===== src/hdl/kv_defines_pkg.sv =====
// vault geometry is fixed here; a client DATA_WIDTH/32 must not exceed KV_NUM_DWORDS
package kv_defines_pkg;

    // number of vault entries and index width
    localparam int KV_NUM_ENTRIES = 8;
    localparam int KV_ENTRY_W     = 3;

    // dwords per entry and dword offset width
    localparam int KV_NUM_DWORDS  = 8;
    localparam int KV_DWORD_OFF_W = 3;

    // destination-valid mask, one bit per consumer
    localparam int KV_DEST_W      = 4;

    // per-client control register
    // bit 0 is the enable, cleared by hardware when the transfer completes
    typedef struct packed {
        logic [23:0]           rsvd;
        logic [KV_DEST_W-1:0]  write_dest_vld;
        logic [KV_ENTRY_W-1:0] write_entry;
        logic                  write_en;
    } kv_write_ctrl_reg_t;

    // store lock command
    // lock_wr qualifies the command, set picks lock or unlock
    typedef struct packed {
        logic [26:0]           rsvd;
        logic                  set;
        logic                  lock_wr;
        logic [KV_ENTRY_W-1:0] entry;
    } kv_lock_cmd_t;

    // host data word, meaning chosen by host address
    typedef union packed {
        kv_write_ctrl_reg_t ctrl;
        kv_lock_cmd_t       lock;
    } kv_host_word_u;

    // one write beat from a client
    // dest mask is nonzero only on the final beat
    typedef struct packed {
        logic                      write_en;
        logic [KV_ENTRY_W-1:0]     write_entry;
        logic [KV_DWORD_OFF_W-1:0] write_offset;
        logic [31:0]               write_data;
        logic [KV_DEST_W-1:0]      write_dest_valid;
    } kv_write_t;

    // same-cycle response to a beat
    typedef struct packed {
        logic error;
    } kv_wr_resp_t;

    // client status after a transfer
    typedef enum logic [7:0] {
        KV_SUCCESS    = 8'h00,
        KV_WRITE_FAIL = 8'h01
    } kv_error_code_e;

endpackage


===== src/hdl/kv_fsm.sv =====
// no padding or extend modes; a zero or oversize num_dwords runs the full DATA_WIDTH/32 beats
module kv_fsm #(
    parameter int DATA_WIDTH = 256
) (
    input  logic                                       clk,
    input  logic                                       rst_b,
    input  logic                                       zeroize,
    input  logic                                       start,
    input  logic [kv_defines_pkg::KV_DWORD_OFF_W:0]    num_dwords,
    output logic [kv_defines_pkg::KV_DWORD_OFF_W-1:0]  read_offset,
    output logic [kv_defines_pkg::KV_DWORD_OFF_W-1:0]  write_offset,
    output logic                                       write_en,
    output logic                                       write_last,
    output logic                                       ready,
    output logic                                       done
);
    localparam int OFF_W = kv_defines_pkg::KV_DWORD_OFF_W;
    localparam logic [OFF_W:0] MAX_NUM = (OFF_W + 1)'(DATA_WIDTH / 32);

    typedef enum logic [1:0] {
        ST_IDLE,
        ST_WRITE,
        ST_DONE
    } state_e;

    state_e           state;
    logic [OFF_W-1:0] cnt;
    logic [OFF_W-1:0] last_q;
    logic [OFF_W:0]   eff_num;

    // clamp the requested length to the word size
    always_comb begin
        if (num_dwords == '0 || num_dwords > MAX_NUM) begin
            eff_num = MAX_NUM;
        end else begin
            eff_num = num_dwords;
        end
    end

    always_ff @(posedge clk or negedge rst_b) begin
        if (!rst_b) begin
            state  <= ST_IDLE;
            cnt    <= '0;
            last_q <= '0;
        end else if (zeroize) begin
            // drop any running sequence
            state <= ST_IDLE;
            cnt   <= '0;
        end else begin
            unique case (state)
                ST_IDLE, ST_DONE: begin
                    if (start) begin
                        state  <= ST_WRITE;
                        cnt    <= '0;
                        // length is latched so a host change mid-run has no effect
                        last_q <= OFF_W'(eff_num - 1'b1);
                    end else begin
                        state <= ST_IDLE;
                    end
                end
                ST_WRITE: begin
                    if (cnt == last_q) begin
                        state <= ST_DONE;
                    end else begin
                        cnt <= cnt + 1'b1;
                    end
                end
                default: state <= ST_IDLE;
            endcase
        end
    end

    // one beat per cycle while writing
    assign write_en     = (state == ST_WRITE);
    assign read_offset  = cnt;
    assign write_offset = cnt;
    assign write_last   = write_en && (cnt == last_q);
    // ready comes back together with the done pulse
    assign ready        = (state != ST_WRITE);
    assign done         = (state == ST_DONE);

endmodule


===== src/hdl/kv_write_client.sv =====
// rejected beats are lost, not retried; error_code is only meaningful once dest_done pulses
module kv_write_client #(
    parameter int  DATA_WIDTH = 256,
    localparam int NUM_DW     = DATA_WIDTH / 32
) (
    input  logic                                    clk,
    input  logic                                    rst_b,
    input  logic                                    zeroize,
    input  logic [kv_defines_pkg::KV_DWORD_OFF_W:0] num_dwords,
    input  kv_defines_pkg::kv_write_ctrl_reg_t      write_ctrl_reg,
    output kv_defines_pkg::kv_write_t               kv_write,
    input  kv_defines_pkg::kv_wr_resp_t             kv_resp,
    output logic                                    dest_keyvault,
    input  logic                                    dest_data_avail,
    input  logic [NUM_DW-1:0][31:0]                 dest_data,
    output kv_defines_pkg::kv_error_code_e          error_code,
    output logic                                    kv_ready,
    output logic                                    dest_done
);
    localparam int OFF_W = kv_defines_pkg::KV_DWORD_OFF_W;

    logic [OFF_W-1:0] read_offset;
    logic [OFF_W-1:0] write_offset;
    logic             beat_en;
    logic             beat_last;
    logic             fsm_start;

    // enable is still high in the done cycle, so block a restart there
    assign fsm_start = dest_data_avail & write_ctrl_reg.write_en & ~dest_done;

    kv_fsm #(
        .DATA_WIDTH (DATA_WIDTH)
    ) kv_dest_fsm_i (
        .clk          (clk),
        .rst_b        (rst_b),
        .zeroize      (zeroize),
        .start        (fsm_start),
        .num_dwords   (num_dwords),
        .read_offset  (read_offset),
        .write_offset (write_offset),
        .write_en     (beat_en),
        .write_last   (beat_last),
        .ready        (kv_ready),
        .done         (dest_done)
    );

    // vault destination is selected while the enable is set
    assign dest_keyvault = write_ctrl_reg.write_en;

    always_comb begin
        kv_write.write_en     = beat_en;
        kv_write.write_entry  = write_ctrl_reg.write_entry;
        kv_write.write_offset = write_offset;
        // most significant dword goes out first
        kv_write.write_data   = dest_data[(NUM_DW - 1) - read_offset];
        // mask only on the final beat, the store uses it as the end marker
        kv_write.write_dest_valid = beat_last ? write_ctrl_reg.write_dest_vld : '0;
    end

    // sticky per transfer: the first beat resets it, any rejected beat fails it
    always_ff @(posedge clk or negedge rst_b) begin
        if (!rst_b) begin
            error_code <= kv_defines_pkg::KV_SUCCESS;
        end else if (zeroize) begin
            error_code <= kv_defines_pkg::KV_SUCCESS;
        end else if (beat_en) begin
            if (kv_resp.error) begin
                error_code <= kv_defines_pkg::KV_WRITE_FAIL;
            end else if (write_offset == '0) begin
                error_code <= kv_defines_pkg::KV_SUCCESS;
            end
        end
    end

endmodule


===== src/hdl/kv_ctrl_feeder.sv =====
// host port is a bare strobe with no readback; addresses above NUM_CLIENTS are ignored
module kv_ctrl_feeder #(
    parameter int  NUM_CLIENTS = 3,
    localparam int ADDR_W      = $clog2(NUM_CLIENTS + 1)
) (
    input  logic                               clk,
    input  logic                               rst_b,
    input  logic                               zeroize,
    input  logic                               host_wr,
    input  logic [ADDR_W-1:0]                  host_addr,
    input  kv_defines_pkg::kv_host_word_u      host_wdata,
    input  logic [NUM_CLIENTS-1:0]             dest_done,
    output kv_defines_pkg::kv_write_ctrl_reg_t write_ctrl_reg [NUM_CLIENTS],
    output kv_defines_pkg::kv_lock_cmd_t       lock_cmd,
    output logic                               lock_cmd_vld
);
    // lock commands sit just above the client registers
    localparam logic [ADDR_W-1:0] LOCK_ADDR = ADDR_W'(NUM_CLIENTS);

    logic lock_hit;

    assign lock_hit = host_wr && (host_addr == LOCK_ADDR);

    // client control registers
    always_ff @(posedge clk or negedge rst_b) begin
        if (!rst_b) begin
            for (int i = 0; i < NUM_CLIENTS; i++) begin
                write_ctrl_reg[i] <= '0;
            end
        end else if (zeroize) begin
            for (int i = 0; i < NUM_CLIENTS; i++) begin
                write_ctrl_reg[i] <= '0;
            end
        end else begin
            for (int i = 0; i < NUM_CLIENTS; i++) begin
                if (host_wr && host_addr == ADDR_W'(i)) begin
                    // a fresh host setup wins over completion
                    write_ctrl_reg[i] <= host_wdata.ctrl;
                end else if (dest_done[i]) begin
                    // auto-clear so the client runs once per setup
                    write_ctrl_reg[i].write_en <= 1'b0;
                end
            end
        end
    end

    // one-cycle strobe toward the store
    always_ff @(posedge clk or negedge rst_b) begin
        if (!rst_b) begin
            lock_cmd_vld <= 1'b0;
        end else if (zeroize) begin
            lock_cmd_vld <= 1'b0;
        end else begin
            lock_cmd_vld <= lock_hit;
        end
    end

    // command payload, only looked at with the strobe
    always_ff @(posedge clk) begin
        if (lock_hit) begin
            lock_cmd <= host_wdata.lock;
        end
    end

endmodule


===== src/hdl/kv_store.sv =====
// a transfer whose last beat carries a zero mask never releases the port; read port is unregistered
module kv_store #(
    parameter int  NUM_CLIENTS = 3,
    localparam int IDX_W       = (NUM_CLIENTS > 1) ? $clog2(NUM_CLIENTS) : 1
) (
    input  logic                                      clk,
    input  logic                                      rst_b,
    input  logic                                      zeroize,
    input  kv_defines_pkg::kv_write_t                 kv_write [NUM_CLIENTS],
    output kv_defines_pkg::kv_wr_resp_t               kv_resp [NUM_CLIENTS],
    input  kv_defines_pkg::kv_lock_cmd_t              lock_cmd,
    input  logic                                      lock_cmd_vld,
    input  logic [kv_defines_pkg::KV_ENTRY_W-1:0]     rd_entry,
    input  logic [kv_defines_pkg::KV_DWORD_OFF_W-1:0] rd_offset,
    output logic [31:0]                               rd_data,
    output logic [kv_defines_pkg::KV_DEST_W-1:0]      rd_dest_vld,
    output logic                                      rd_locked
);
    localparam int NE     = kv_defines_pkg::KV_NUM_ENTRIES;
    localparam int ND     = kv_defines_pkg::KV_NUM_DWORDS;
    localparam int DEST_W = kv_defines_pkg::KV_DEST_W;

    logic [31:0]               data_q [NE][ND];
    logic [DEST_W-1:0]         mask_q [NE];
    logic [NE-1:0]             locked;
    logic                      owner_vld;
    logic [IDX_W-1:0]          owner_idx;
    logic                      claim_vld;
    logic [IDX_W-1:0]          claim_idx;
    logic                      cur_vld;
    logic [IDX_W-1:0]          cur_idx;
    logic                      own_beat;
    kv_defines_pkg::kv_write_t own_wr;
    logic                      acc_vld;

    // first-beat claim, walking down so the lowest index is left standing
    always_comb begin
        claim_vld = 1'b0;
        claim_idx = '0;
        for (int i = NUM_CLIENTS - 1; i >= 0; i--) begin
            if (kv_write[i].write_en && kv_write[i].write_offset == '0) begin
                claim_vld = 1'b1;
                claim_idx = IDX_W'(i);
            end
        end
    end

    // a held port beats any new claim
    assign cur_vld = owner_vld | claim_vld;
    assign cur_idx = owner_vld ? owner_idx : claim_idx;

    // pick the owner beat, reject everyone else
    always_comb begin
        own_beat = 1'b0;
        own_wr   = '0;
        for (int i = 0; i < NUM_CLIENTS; i++) begin
            kv_resp[i].error = 1'b0;
            if (kv_write[i].write_en) begin
                if (cur_vld && cur_idx == IDX_W'(i)) begin
                    own_beat         = 1'b1;
                    own_wr           = kv_write[i];
                    kv_resp[i].error = locked[kv_write[i].write_entry];
                end else begin
                    kv_resp[i].error = 1'b1;
                end
            end
        end
    end

    assign acc_vld = own_beat && !locked[own_wr.write_entry];

    // ownership follows owner beats even when a lock rejects them
    always_ff @(posedge clk or negedge rst_b) begin
        if (!rst_b) begin
            owner_vld <= 1'b0;
            owner_idx <= '0;
        end else if (zeroize) begin
            owner_vld <= 1'b0;
        end else if (own_beat) begin
            // nonzero mask marks the last beat
            owner_vld <= (own_wr.write_dest_valid == '0);
            owner_idx <= cur_idx;
        end
    end

    // locks and destination masks
    always_ff @(posedge clk or negedge rst_b) begin
        if (!rst_b) begin
            locked <= '0;
            for (int e = 0; e < NE; e++) begin
                mask_q[e] <= '0;
            end
        end else if (zeroize) begin
            locked <= '0;
            for (int e = 0; e < NE; e++) begin
                mask_q[e] <= '0;
            end
        end else begin
            if (lock_cmd_vld && lock_cmd.lock_wr) begin
                locked[lock_cmd.entry] <= lock_cmd.set;
            end
            if (acc_vld) begin
                // entry is invalid while it is being rewritten
                if (own_wr.write_offset == '0) begin
                    mask_q[own_wr.write_entry] <= '0;
                end
                if (own_wr.write_dest_valid != '0) begin
                    mask_q[own_wr.write_entry] <= own_wr.write_dest_valid;
                end
            end
        end
    end

    // key storage, wiped by zeroize
    always_ff @(posedge clk) begin
        if (zeroize) begin
            for (int e = 0; e < NE; e++) begin
                for (int d = 0; d < ND; d++) begin
                    data_q[e][d] <= '0;
                end
            end
        end else if (acc_vld) begin
            data_q[own_wr.write_entry][own_wr.write_offset] <= own_wr.write_data;
        end
    end

    // read-back for checking
    assign rd_data     = data_q[rd_entry][rd_offset];
    assign rd_dest_vld = mask_q[rd_entry];
    assign rd_locked   = locked[rd_entry];

endmodule


===== src/hdl/kv_subsys_top.sv =====
// NUM_CLIENTS identical write clients share one vault port; DATA_WIDTH/32 must fit an entry
module kv_subsys_top #(
    parameter int  DATA_WIDTH  = 256,
    parameter int  NUM_CLIENTS = 3,
    localparam int NUM_DW      = DATA_WIDTH / 32,
    localparam int ADDR_W      = $clog2(NUM_CLIENTS + 1)
) (
    input  logic                                          clk,
    input  logic                                          rst_b,
    input  logic                                          zeroize,
    input  logic [kv_defines_pkg::KV_DWORD_OFF_W:0]       num_dwords,
    input  logic                                          host_wr,
    input  logic [ADDR_W-1:0]                             host_addr,
    input  kv_defines_pkg::kv_host_word_u                 host_wdata,
    input  logic [NUM_CLIENTS-1:0]                        dest_data_avail,
    input  logic [NUM_CLIENTS-1:0][NUM_DW-1:0][31:0]      dest_data,
    output logic [NUM_CLIENTS-1:0]                        dest_keyvault,
    output logic [NUM_CLIENTS-1:0]                        kv_ready,
    output logic [NUM_CLIENTS-1:0]                        dest_done,
    output kv_defines_pkg::kv_error_code_e                error_code [NUM_CLIENTS],
    input  logic [kv_defines_pkg::KV_ENTRY_W-1:0]         rd_entry,
    input  logic [kv_defines_pkg::KV_DWORD_OFF_W-1:0]     rd_offset,
    output logic [31:0]                                   rd_data,
    output logic [kv_defines_pkg::KV_DEST_W-1:0]          rd_dest_vld,
    output logic                                          rd_locked
);
    kv_defines_pkg::kv_write_ctrl_reg_t write_ctrl_reg [NUM_CLIENTS];
    kv_defines_pkg::kv_write_t          kv_write [NUM_CLIENTS];
    kv_defines_pkg::kv_wr_resp_t        kv_resp [NUM_CLIENTS];
    kv_defines_pkg::kv_lock_cmd_t       lock_cmd;
    logic                               lock_cmd_vld;

    // a client word wider than an entry cannot be stored
    if (NUM_DW > kv_defines_pkg::KV_NUM_DWORDS) begin : g_width_chk
        $error("DATA_WIDTH does not fit one vault entry");
    end

    kv_ctrl_feeder #(
        .NUM_CLIENTS (NUM_CLIENTS)
    ) kv_ctrl_feeder_i (
        .clk            (clk),
        .rst_b          (rst_b),
        .zeroize        (zeroize),
        .host_wr        (host_wr),
        .host_addr      (host_addr),
        .host_wdata     (host_wdata),
        .dest_done      (dest_done),
        .write_ctrl_reg (write_ctrl_reg),
        .lock_cmd       (lock_cmd),
        .lock_cmd_vld   (lock_cmd_vld)
    );

    // one client per crypto core
    for (genvar g = 0; g < NUM_CLIENTS; g++) begin : g_client
        kv_write_client #(
            .DATA_WIDTH (DATA_WIDTH)
        ) kv_write_client_i (
            .clk             (clk),
            .rst_b           (rst_b),
            .zeroize         (zeroize),
            .num_dwords      (num_dwords),
            .write_ctrl_reg  (write_ctrl_reg[g]),
            .kv_write        (kv_write[g]),
            .kv_resp         (kv_resp[g]),
            .dest_keyvault   (dest_keyvault[g]),
            .dest_data_avail (dest_data_avail[g]),
            .dest_data       (dest_data[g]),
            .error_code      (error_code[g]),
            .kv_ready        (kv_ready[g]),
            .dest_done       (dest_done[g])
        );
    end

    kv_store #(
        .NUM_CLIENTS (NUM_CLIENTS)
    ) kv_store_i (
        .clk          (clk),
        .rst_b        (rst_b),
        .zeroize      (zeroize),
        .kv_write     (kv_write),
        .kv_resp      (kv_resp),
        .lock_cmd     (lock_cmd),
        .lock_cmd_vld (lock_cmd_vld),
        .rd_entry     (rd_entry),
        .rd_offset    (rd_offset),
        .rd_data      (rd_data),
        .rd_dest_vld  (rd_dest_vld),
        .rd_locked    (rd_locked)
    );

endmodule


===== config.mk =====
export PLATFORM = sky130hd
export DESIGN_NAME = kv_subsys_top
export DESIGN_NICKNAME = d
export VERILOG_FILES = /design/src/hdl/kv_defines_pkg.sv /design/src/hdl/kv_fsm.sv /design/src/hdl/kv_write_client.sv /design/src/hdl/kv_ctrl_feeder.sv /design/src/hdl/kv_store.sv /design/src/hdl/kv_subsys_top.sv
export SDC_FILE = /design/constraint.sdc
export NUM_CORES = 2
export LEC_CHECK = 0
export ABC_AREA = 0
export BUFFER_PORTS_ARGS = -buffer_cell sky130_fd_sc_hd__buf_4
export CORE_AREA = 2 2 486 391
export CTS_BUF_LIST = sky130_fd_sc_hd__clkbuf_16
export CTS_CLUSTER_SIZE = 14
export DETAILED_ROUTE_END_ITERATION = 8
export DIE_AREA = 0 0 488 393
export PLACE_DENSITY = 0.76
export SETUP_SLACK_MARGIN = 0.1
export SYNTH_ARGS = -nofsm -noshare
export SYNTH_HDL_FRONTEND = slang
export SYNTH_SLANG_ARGS = --single-unit

===== constraint.sdc =====
create_clock -name clk -period 6.1 [get_ports clk]
set_input_delay 0.305 -clock clk [delete_from_list [all_inputs] [get_ports clk]]
set_output_delay 0.305 -clock clk [all_outputs]
set_load 0.02 [all_outputs]

== Word-level counts from Yosys, hierarchy flattened ==
Memories as Yosys holds them, arrays and structs flattened.
Index checks and enable logic that the tools add are counted.
Word-level totals
  memories: 1
  bits of input ports: 819
  bits in registers: 121
  logic and storage cells: 292
  output and inout port bits: 70
  RAM bits: 2048
Operators by class
  reductions and logical operators: 64
  bitwise gates (word level): 17
  equal/unequal tests: 26
  order comparisons: 17
  add/sub/neg operators: 7
  mux-type cells: 124
Memories
  kv_store_i.data_q: words 8, bits a word 256, read ports 1, clocked after memory_dff 0, wr ports 8, line kv_store.sv:23  | logic [31:0] data_q [NE][ND];
Operators with widths (number)
  2-to-1 mux 256 bit: 3
  binary-select mux 32 bit (select 3 bit): 4
  2-to-1 mux 32 bit: 12
  OR reduction 256 bit: 1
  2-to-1 mux 42 bit: 6
  2-to-1 mux 8 bit: 14
  demux 32 bit (select 3 bit): 1
  < comparator 32 x 4 -> 1 bit, second input constant: 3
  2-to-1 mux 72 bit: 1
  2-to-1 mux 31 bit: 2
  2-to-1 mux 1 bit: 37
  2-to-1 mux 3 bit: 11
  bitwise AND 32 bit: 1
  bitwise mux 32 bit: 1
  inverter 32 bit: 1
  nonzero test 3 bit: 9
  < comparator 3 x 4 -> 1 bit, second input constant: 6
  2-to-1 mux 4 bit: 6
  2-to-1 mux 2 bit: 10
  logical AND 1 bit: 18
  != test 3 x 2 -> 1 bit, second input constant: 6
  case mux 3 bit (2 select lines): 3
  AND reduction 3 bit: 6
  nonzero test 2 bit: 9
  31 further kinds: 84

== Longest topological paths before layout ==
  depth in word-level cells: 28
  mapped depth: 16
  mapped depth without buffers: 9

== Hierarchy ==
Synthesis repeated with hierarchy kept, for this count alone.
Unflattened totals
  cell total of the unflattened synthesis: 6763
  area total of the unflattened synthesis: 103982.2 um^2
Modules (own cells, without submodules)
  kv_store: cells an instance 5816, area each 90441.7 um^2, sequential area each 62575.0 um^2, times used 1
  kv_write_client: cells an instance 138, area each 2245.9 um^2, sequential area each 25.0 um^2, times used 3
  kv_ctrl_feeder: cells an instance 386, area each 5368.9 um^2, sequential area each 3388.2 um^2, times used 1
  kv_fsm: cells an instance 49, area each 478.0 um^2, sequential area each 200.2 um^2, times used 3

== Worst setup path after synthesis ==
No wires, ideal clock.
  path type: flip-flop to flip-flop
  start point: register g_client[0].kv_write_client_i.kv_dest_fsm_i.cnt[0]
  end point: memory kv_store_i.data_q[2][160] (netlist bit), enable pin
  period minus slack after synthesis: 5.652 ns
  library setup time: 0.466 ns
  buffers on the path: 7
  setup slack: 0.448 ns
  required time: 5.634 ns
  cell stages (with the launch flop): 17
  arrival: 5.186 ns
  cell sequence: dfrtp_1 > clkbuf_1 > inv_1 > ha_1 > nor4bb_1 > buf_2 > o211a_1 > clkbuf_1 > a22oi_1 > nand2_1 > buf_2 > a211o_1 > buf_2 > buf_2 > nand4_1 > clkbuf_1 > o21ai_0
RTL lines
  start, declared: line kv_fsm.sv:27  | logic [OFF_W-1:0] cnt;
  start signal, assigned: line kv_fsm.sv:65  | cnt <= cnt + 1'b1;
  end, declared: line kv_store.sv:23

==> results.md <==
* Status: completed
* Port Buffers at 843
* CP Cell Sequence: inv_1, ha_1, nor4bb_1, or4_1, a21boi_1, nor2_1, a211o_1, nand4_1, o21ai_4, buf_12
* Die Area at 192000 um^2
* Post-synth EDFFs at 2053
* Post-cts gate resize count at 0
* Final setup skew at 28.7 ps
* Leakage at 39.1 nW
* Largest stage delay, worst path at 910 ps
* Hold Crit Class: in2reg
* Post-route DRC violation count at 0
* Sum Neg Setup Slack at 0 ps
* Total CTS buffers at 191
* Async S/R FF share, synth at 4.42%
* Die Width at 488 um
* Setup bufs post-CTS at 0
* DR vias at 67100
* Worst Hold Launch: host_wr
* Max Slew Vio Count at 0
* Post-CTS Hold Buffers at 21
* MaxCap Viol Count at 0
* TritonCTS clock tree: built
* Crit share post-route at 89.7%
* Netlist cell types at 63
* Sequential fraction of the synthesis area at 63.8%
* CTS Sinks at 2148
* Seq cells post-synth at 2148
* Crit path capture type: flop
* Clock buffer depth at 3
* Vias/cell at 6.78
* Die H at 393 um
* Multi-input gate area at 33900 um^2
* Clock root cell: clkbuf_16
* Ratio of cells with drive above 1 in the final layout at 32.5%
* Final worst slack at 631 ps
* WHS at 94.9 ps
* Setup Slack @ Placement at 795 ps
* WP buf/inv at 2
* Finished Layout Cells at 9894
* Core Box Area at 187000 um^2
* Number of flip-flops in the largest register at 2048
* Slowest CP cell: o21ai_4
* RSZ-0062 raised after global routing: false
* Maximum vdd drop at 0.274 mV
* Worst-path clk slew at 70 ps
* CP Data Arrival Time at 6000 ps
* Pin count of the biggest net entering global routing at 114
* Vias in the first global route at 64700
* Filler Cells Inserted at 13300
* Initial Util at 53.8%
* Slew margin rel. at 6.51%
* Cell Rows at 142
* H-tree depth at 4
* Maximum clock rate at 0.183 GHz
* Kind of cell adding the most delay to the critical path: simple AND/OR/NAND/NOR gates
* Post-detailed-route count of antenna-violating nets at 0
* Pre-Repair DR Iteration Count at 8
* Initial antenna violation count at 59
* CP Launch Type: flop
* Clock latency at the later pin of the worst-skew pair at 850 ps
* First-pass GRT wire length at 501000 um
* Area growth, synth to finish at 15.7%
* Final Power at 0.0313 W
* Global route overflow at 0
* Drt total wl at 361000 um
* Worst Path Max Fanout at 17
* Hold Vio Cnt, Final at 0
* Post-synthesis instance area at 100000 um^2
* Final #Nets at 8001
* CP Class: reg2reg
* Ports at 889
* CP required at 6630 ps
* Slew @ Worst Pin at 1360 ps
* PwrDens at 270 nW/um^2
* Top FF cell, synth: edfxtp_1
* Final setup fails at 0
* FF+latch area at 64100 um^2
* Final Wtd Congestion at 0.987
* Overall routing resource usage at 37.8%
* Syn_area_per_cell at 15.2 um^2
* Syn. warnings at 0
* Detailed Place HPWL at 245000 um
* Cells after Synth at 6596
* Final worst path period need at 5470 ps
* Average wire per standard cell at 36.5 um
* Inst Count DP at 9481
* Initial DRC Count at 11500
-- worst register-to-register path, delay by kind of cell (launching register included) --
family	cells	cell delay (ps)
and+or+nand+nor	4	2240
AOI/OAI and AO/OA	3	1670
DFF	1	640
buffers and inverters	2	430
adders and majority gates	1	170
-- layout by cell type (no fill, tap or decap), drive strengths merged, types with 28 or more instances in the layout --
cell | Yosys | routed
nand3 | 39 | 39
clkinv | 1 | 74
mux4 | 871 | 871
nor3 | 568 | 568
o21ai | 42 | 42
mux2 | 50 | 50
dfrtp | 95 | 95
diode | 0 | 52
o22ai | 38 | 38
a21oi | 63 | 63
nor2 | 1584 | 1584
o2bb2ai | 28 | 28
nand4 | 41 | 41
edfxtp | 2053 | 2053
buf | 286 | 1102
clkbuf | 470 | 194
inv | 20 | 83
mux2i | 130 | 130
nand2 | 82 | 82
-- final timing paths --
check	slack [ps]	cells after the start	end
worst min-delay path	90	4	kv_ctrl_feeder_i.write_ctrl_reg[64]
worst max-delay path	630	10	kv_store_i.data_q[6][241]
worst max register to register	630	10	kv_store_i.data_q[6][241]
min in group asynchronous	560	4	kv_ctrl_feeder_i.write_ctrl_reg[5]
max in group asynchronous	4580	4	asynchronous set/reset pin
worst min register to register	520	1	kv_store_i.mask_q[26]
-- Yosys cell counts, types with 3 or more instances --
cell type / number / share of area [%]
buf_1: 84 / 0.31
a221o_1: 4 / 0.040
nor4_2: 3 / 0.037
a22oi_1: 5 / 0.037
or3_1: 6 / 0.037
o211ai_1: 9 / 0.067
o31ai_1: 3 / 0.022
nand4_1: 41 / 0.26
o21ai_0: 41 / 0.20
nand2b_1: 5 / 0.031
nor3_1: 567 / 2.8
clkbuf_1: 470 / 1.8
buf_2: 170 / 0.85
ha_1: 7 / 0.087
inv_1: 19 / 0.071
nand3_1: 39 / 0.19
nor2_1: 1584 / 5.9
a21oi_1: 62 / 0.31
and3_1: 4 / 0.025
nand2_1: 82 / 0.31
mux2i_1: 130 / 1.3
nand4bb_1: 3 / 0.034
or4_1: 5 / 0.037
mux2_2: 50 / 0.56
nor2b_1: 10 / 0.062
mux4_2: 871 / 20
o2bb2ai_1: 28 / 0.24
buf_4: 32 / 0.24
xnor2_1: 13 / 0.11
a22o_1: 3 / 0.026
nand3b_1: 5 / 0.037
nor4_1: 21 / 0.13
dfrtp_1: 95 / 2.4
edfxtp_1: 2053 / 61
o22ai_1: 38 / 0.24
-- cells by family (layout without fill, tap and decap cells) --
group / Yosys count / in the layout / share of synthesized area [%]
flops: 2148 / 2148 / 63.8
simple gates: 2385 / 2385 / 10.0
xor+xnor: 13 / 13 / 0.113
mux: 1051 / 1051 / 21.4
compound gates: 214 / 214 / 1.37
buf+inv: 777 / 1483 / 3.24
other cells: 1 / 73 / 0.00373
fa+ha+maj: 7 / 7 / 0.0872
-- final cells by class --
class / count / share of cell area (%)
multi-input combinational: 3691 / 29.2
clock buffer: 194 / 4.18
clock inverter: 146 / 0.791
timing repair buffer: 1122 / 7.75
antenna: 52 / 0.112
inverter: 21 / 0.0700
tap: 2520 / 2.72
sequential: 2148 / 55.2
-- stage by stage --
step	instance area (um^2)	util, %
global placement	110000	58.9
finish	116000	62.2
global route	116000	62.1
detailed placement	110000	58.9
CTS	116000	62.1
floorplan	100000	-
-- power by group --
group	switching [W]	total (W)	leakage (nW)	internal [W]
Clock	0.00538	0.0115	3.03	0.00609
Combinational	0.00179	0.00310	13.6	0.00132
Sequential	0.000161	0.0168	22.4	0.0166
-- layer usage --
metal  GRT usage (%)  part of all wire, %  routed length [um]  vias up
met2            54.1                   44              157000     5477
li1                -                    -                   -    26500
met4            13.0                  4.0               14600       38
met5               0                0.068                 247        -
met3            11.8                   15               53800      624
met1            55.2                   38              136000    34400
No activity file was read; power rests on OpenSTA's default activity.
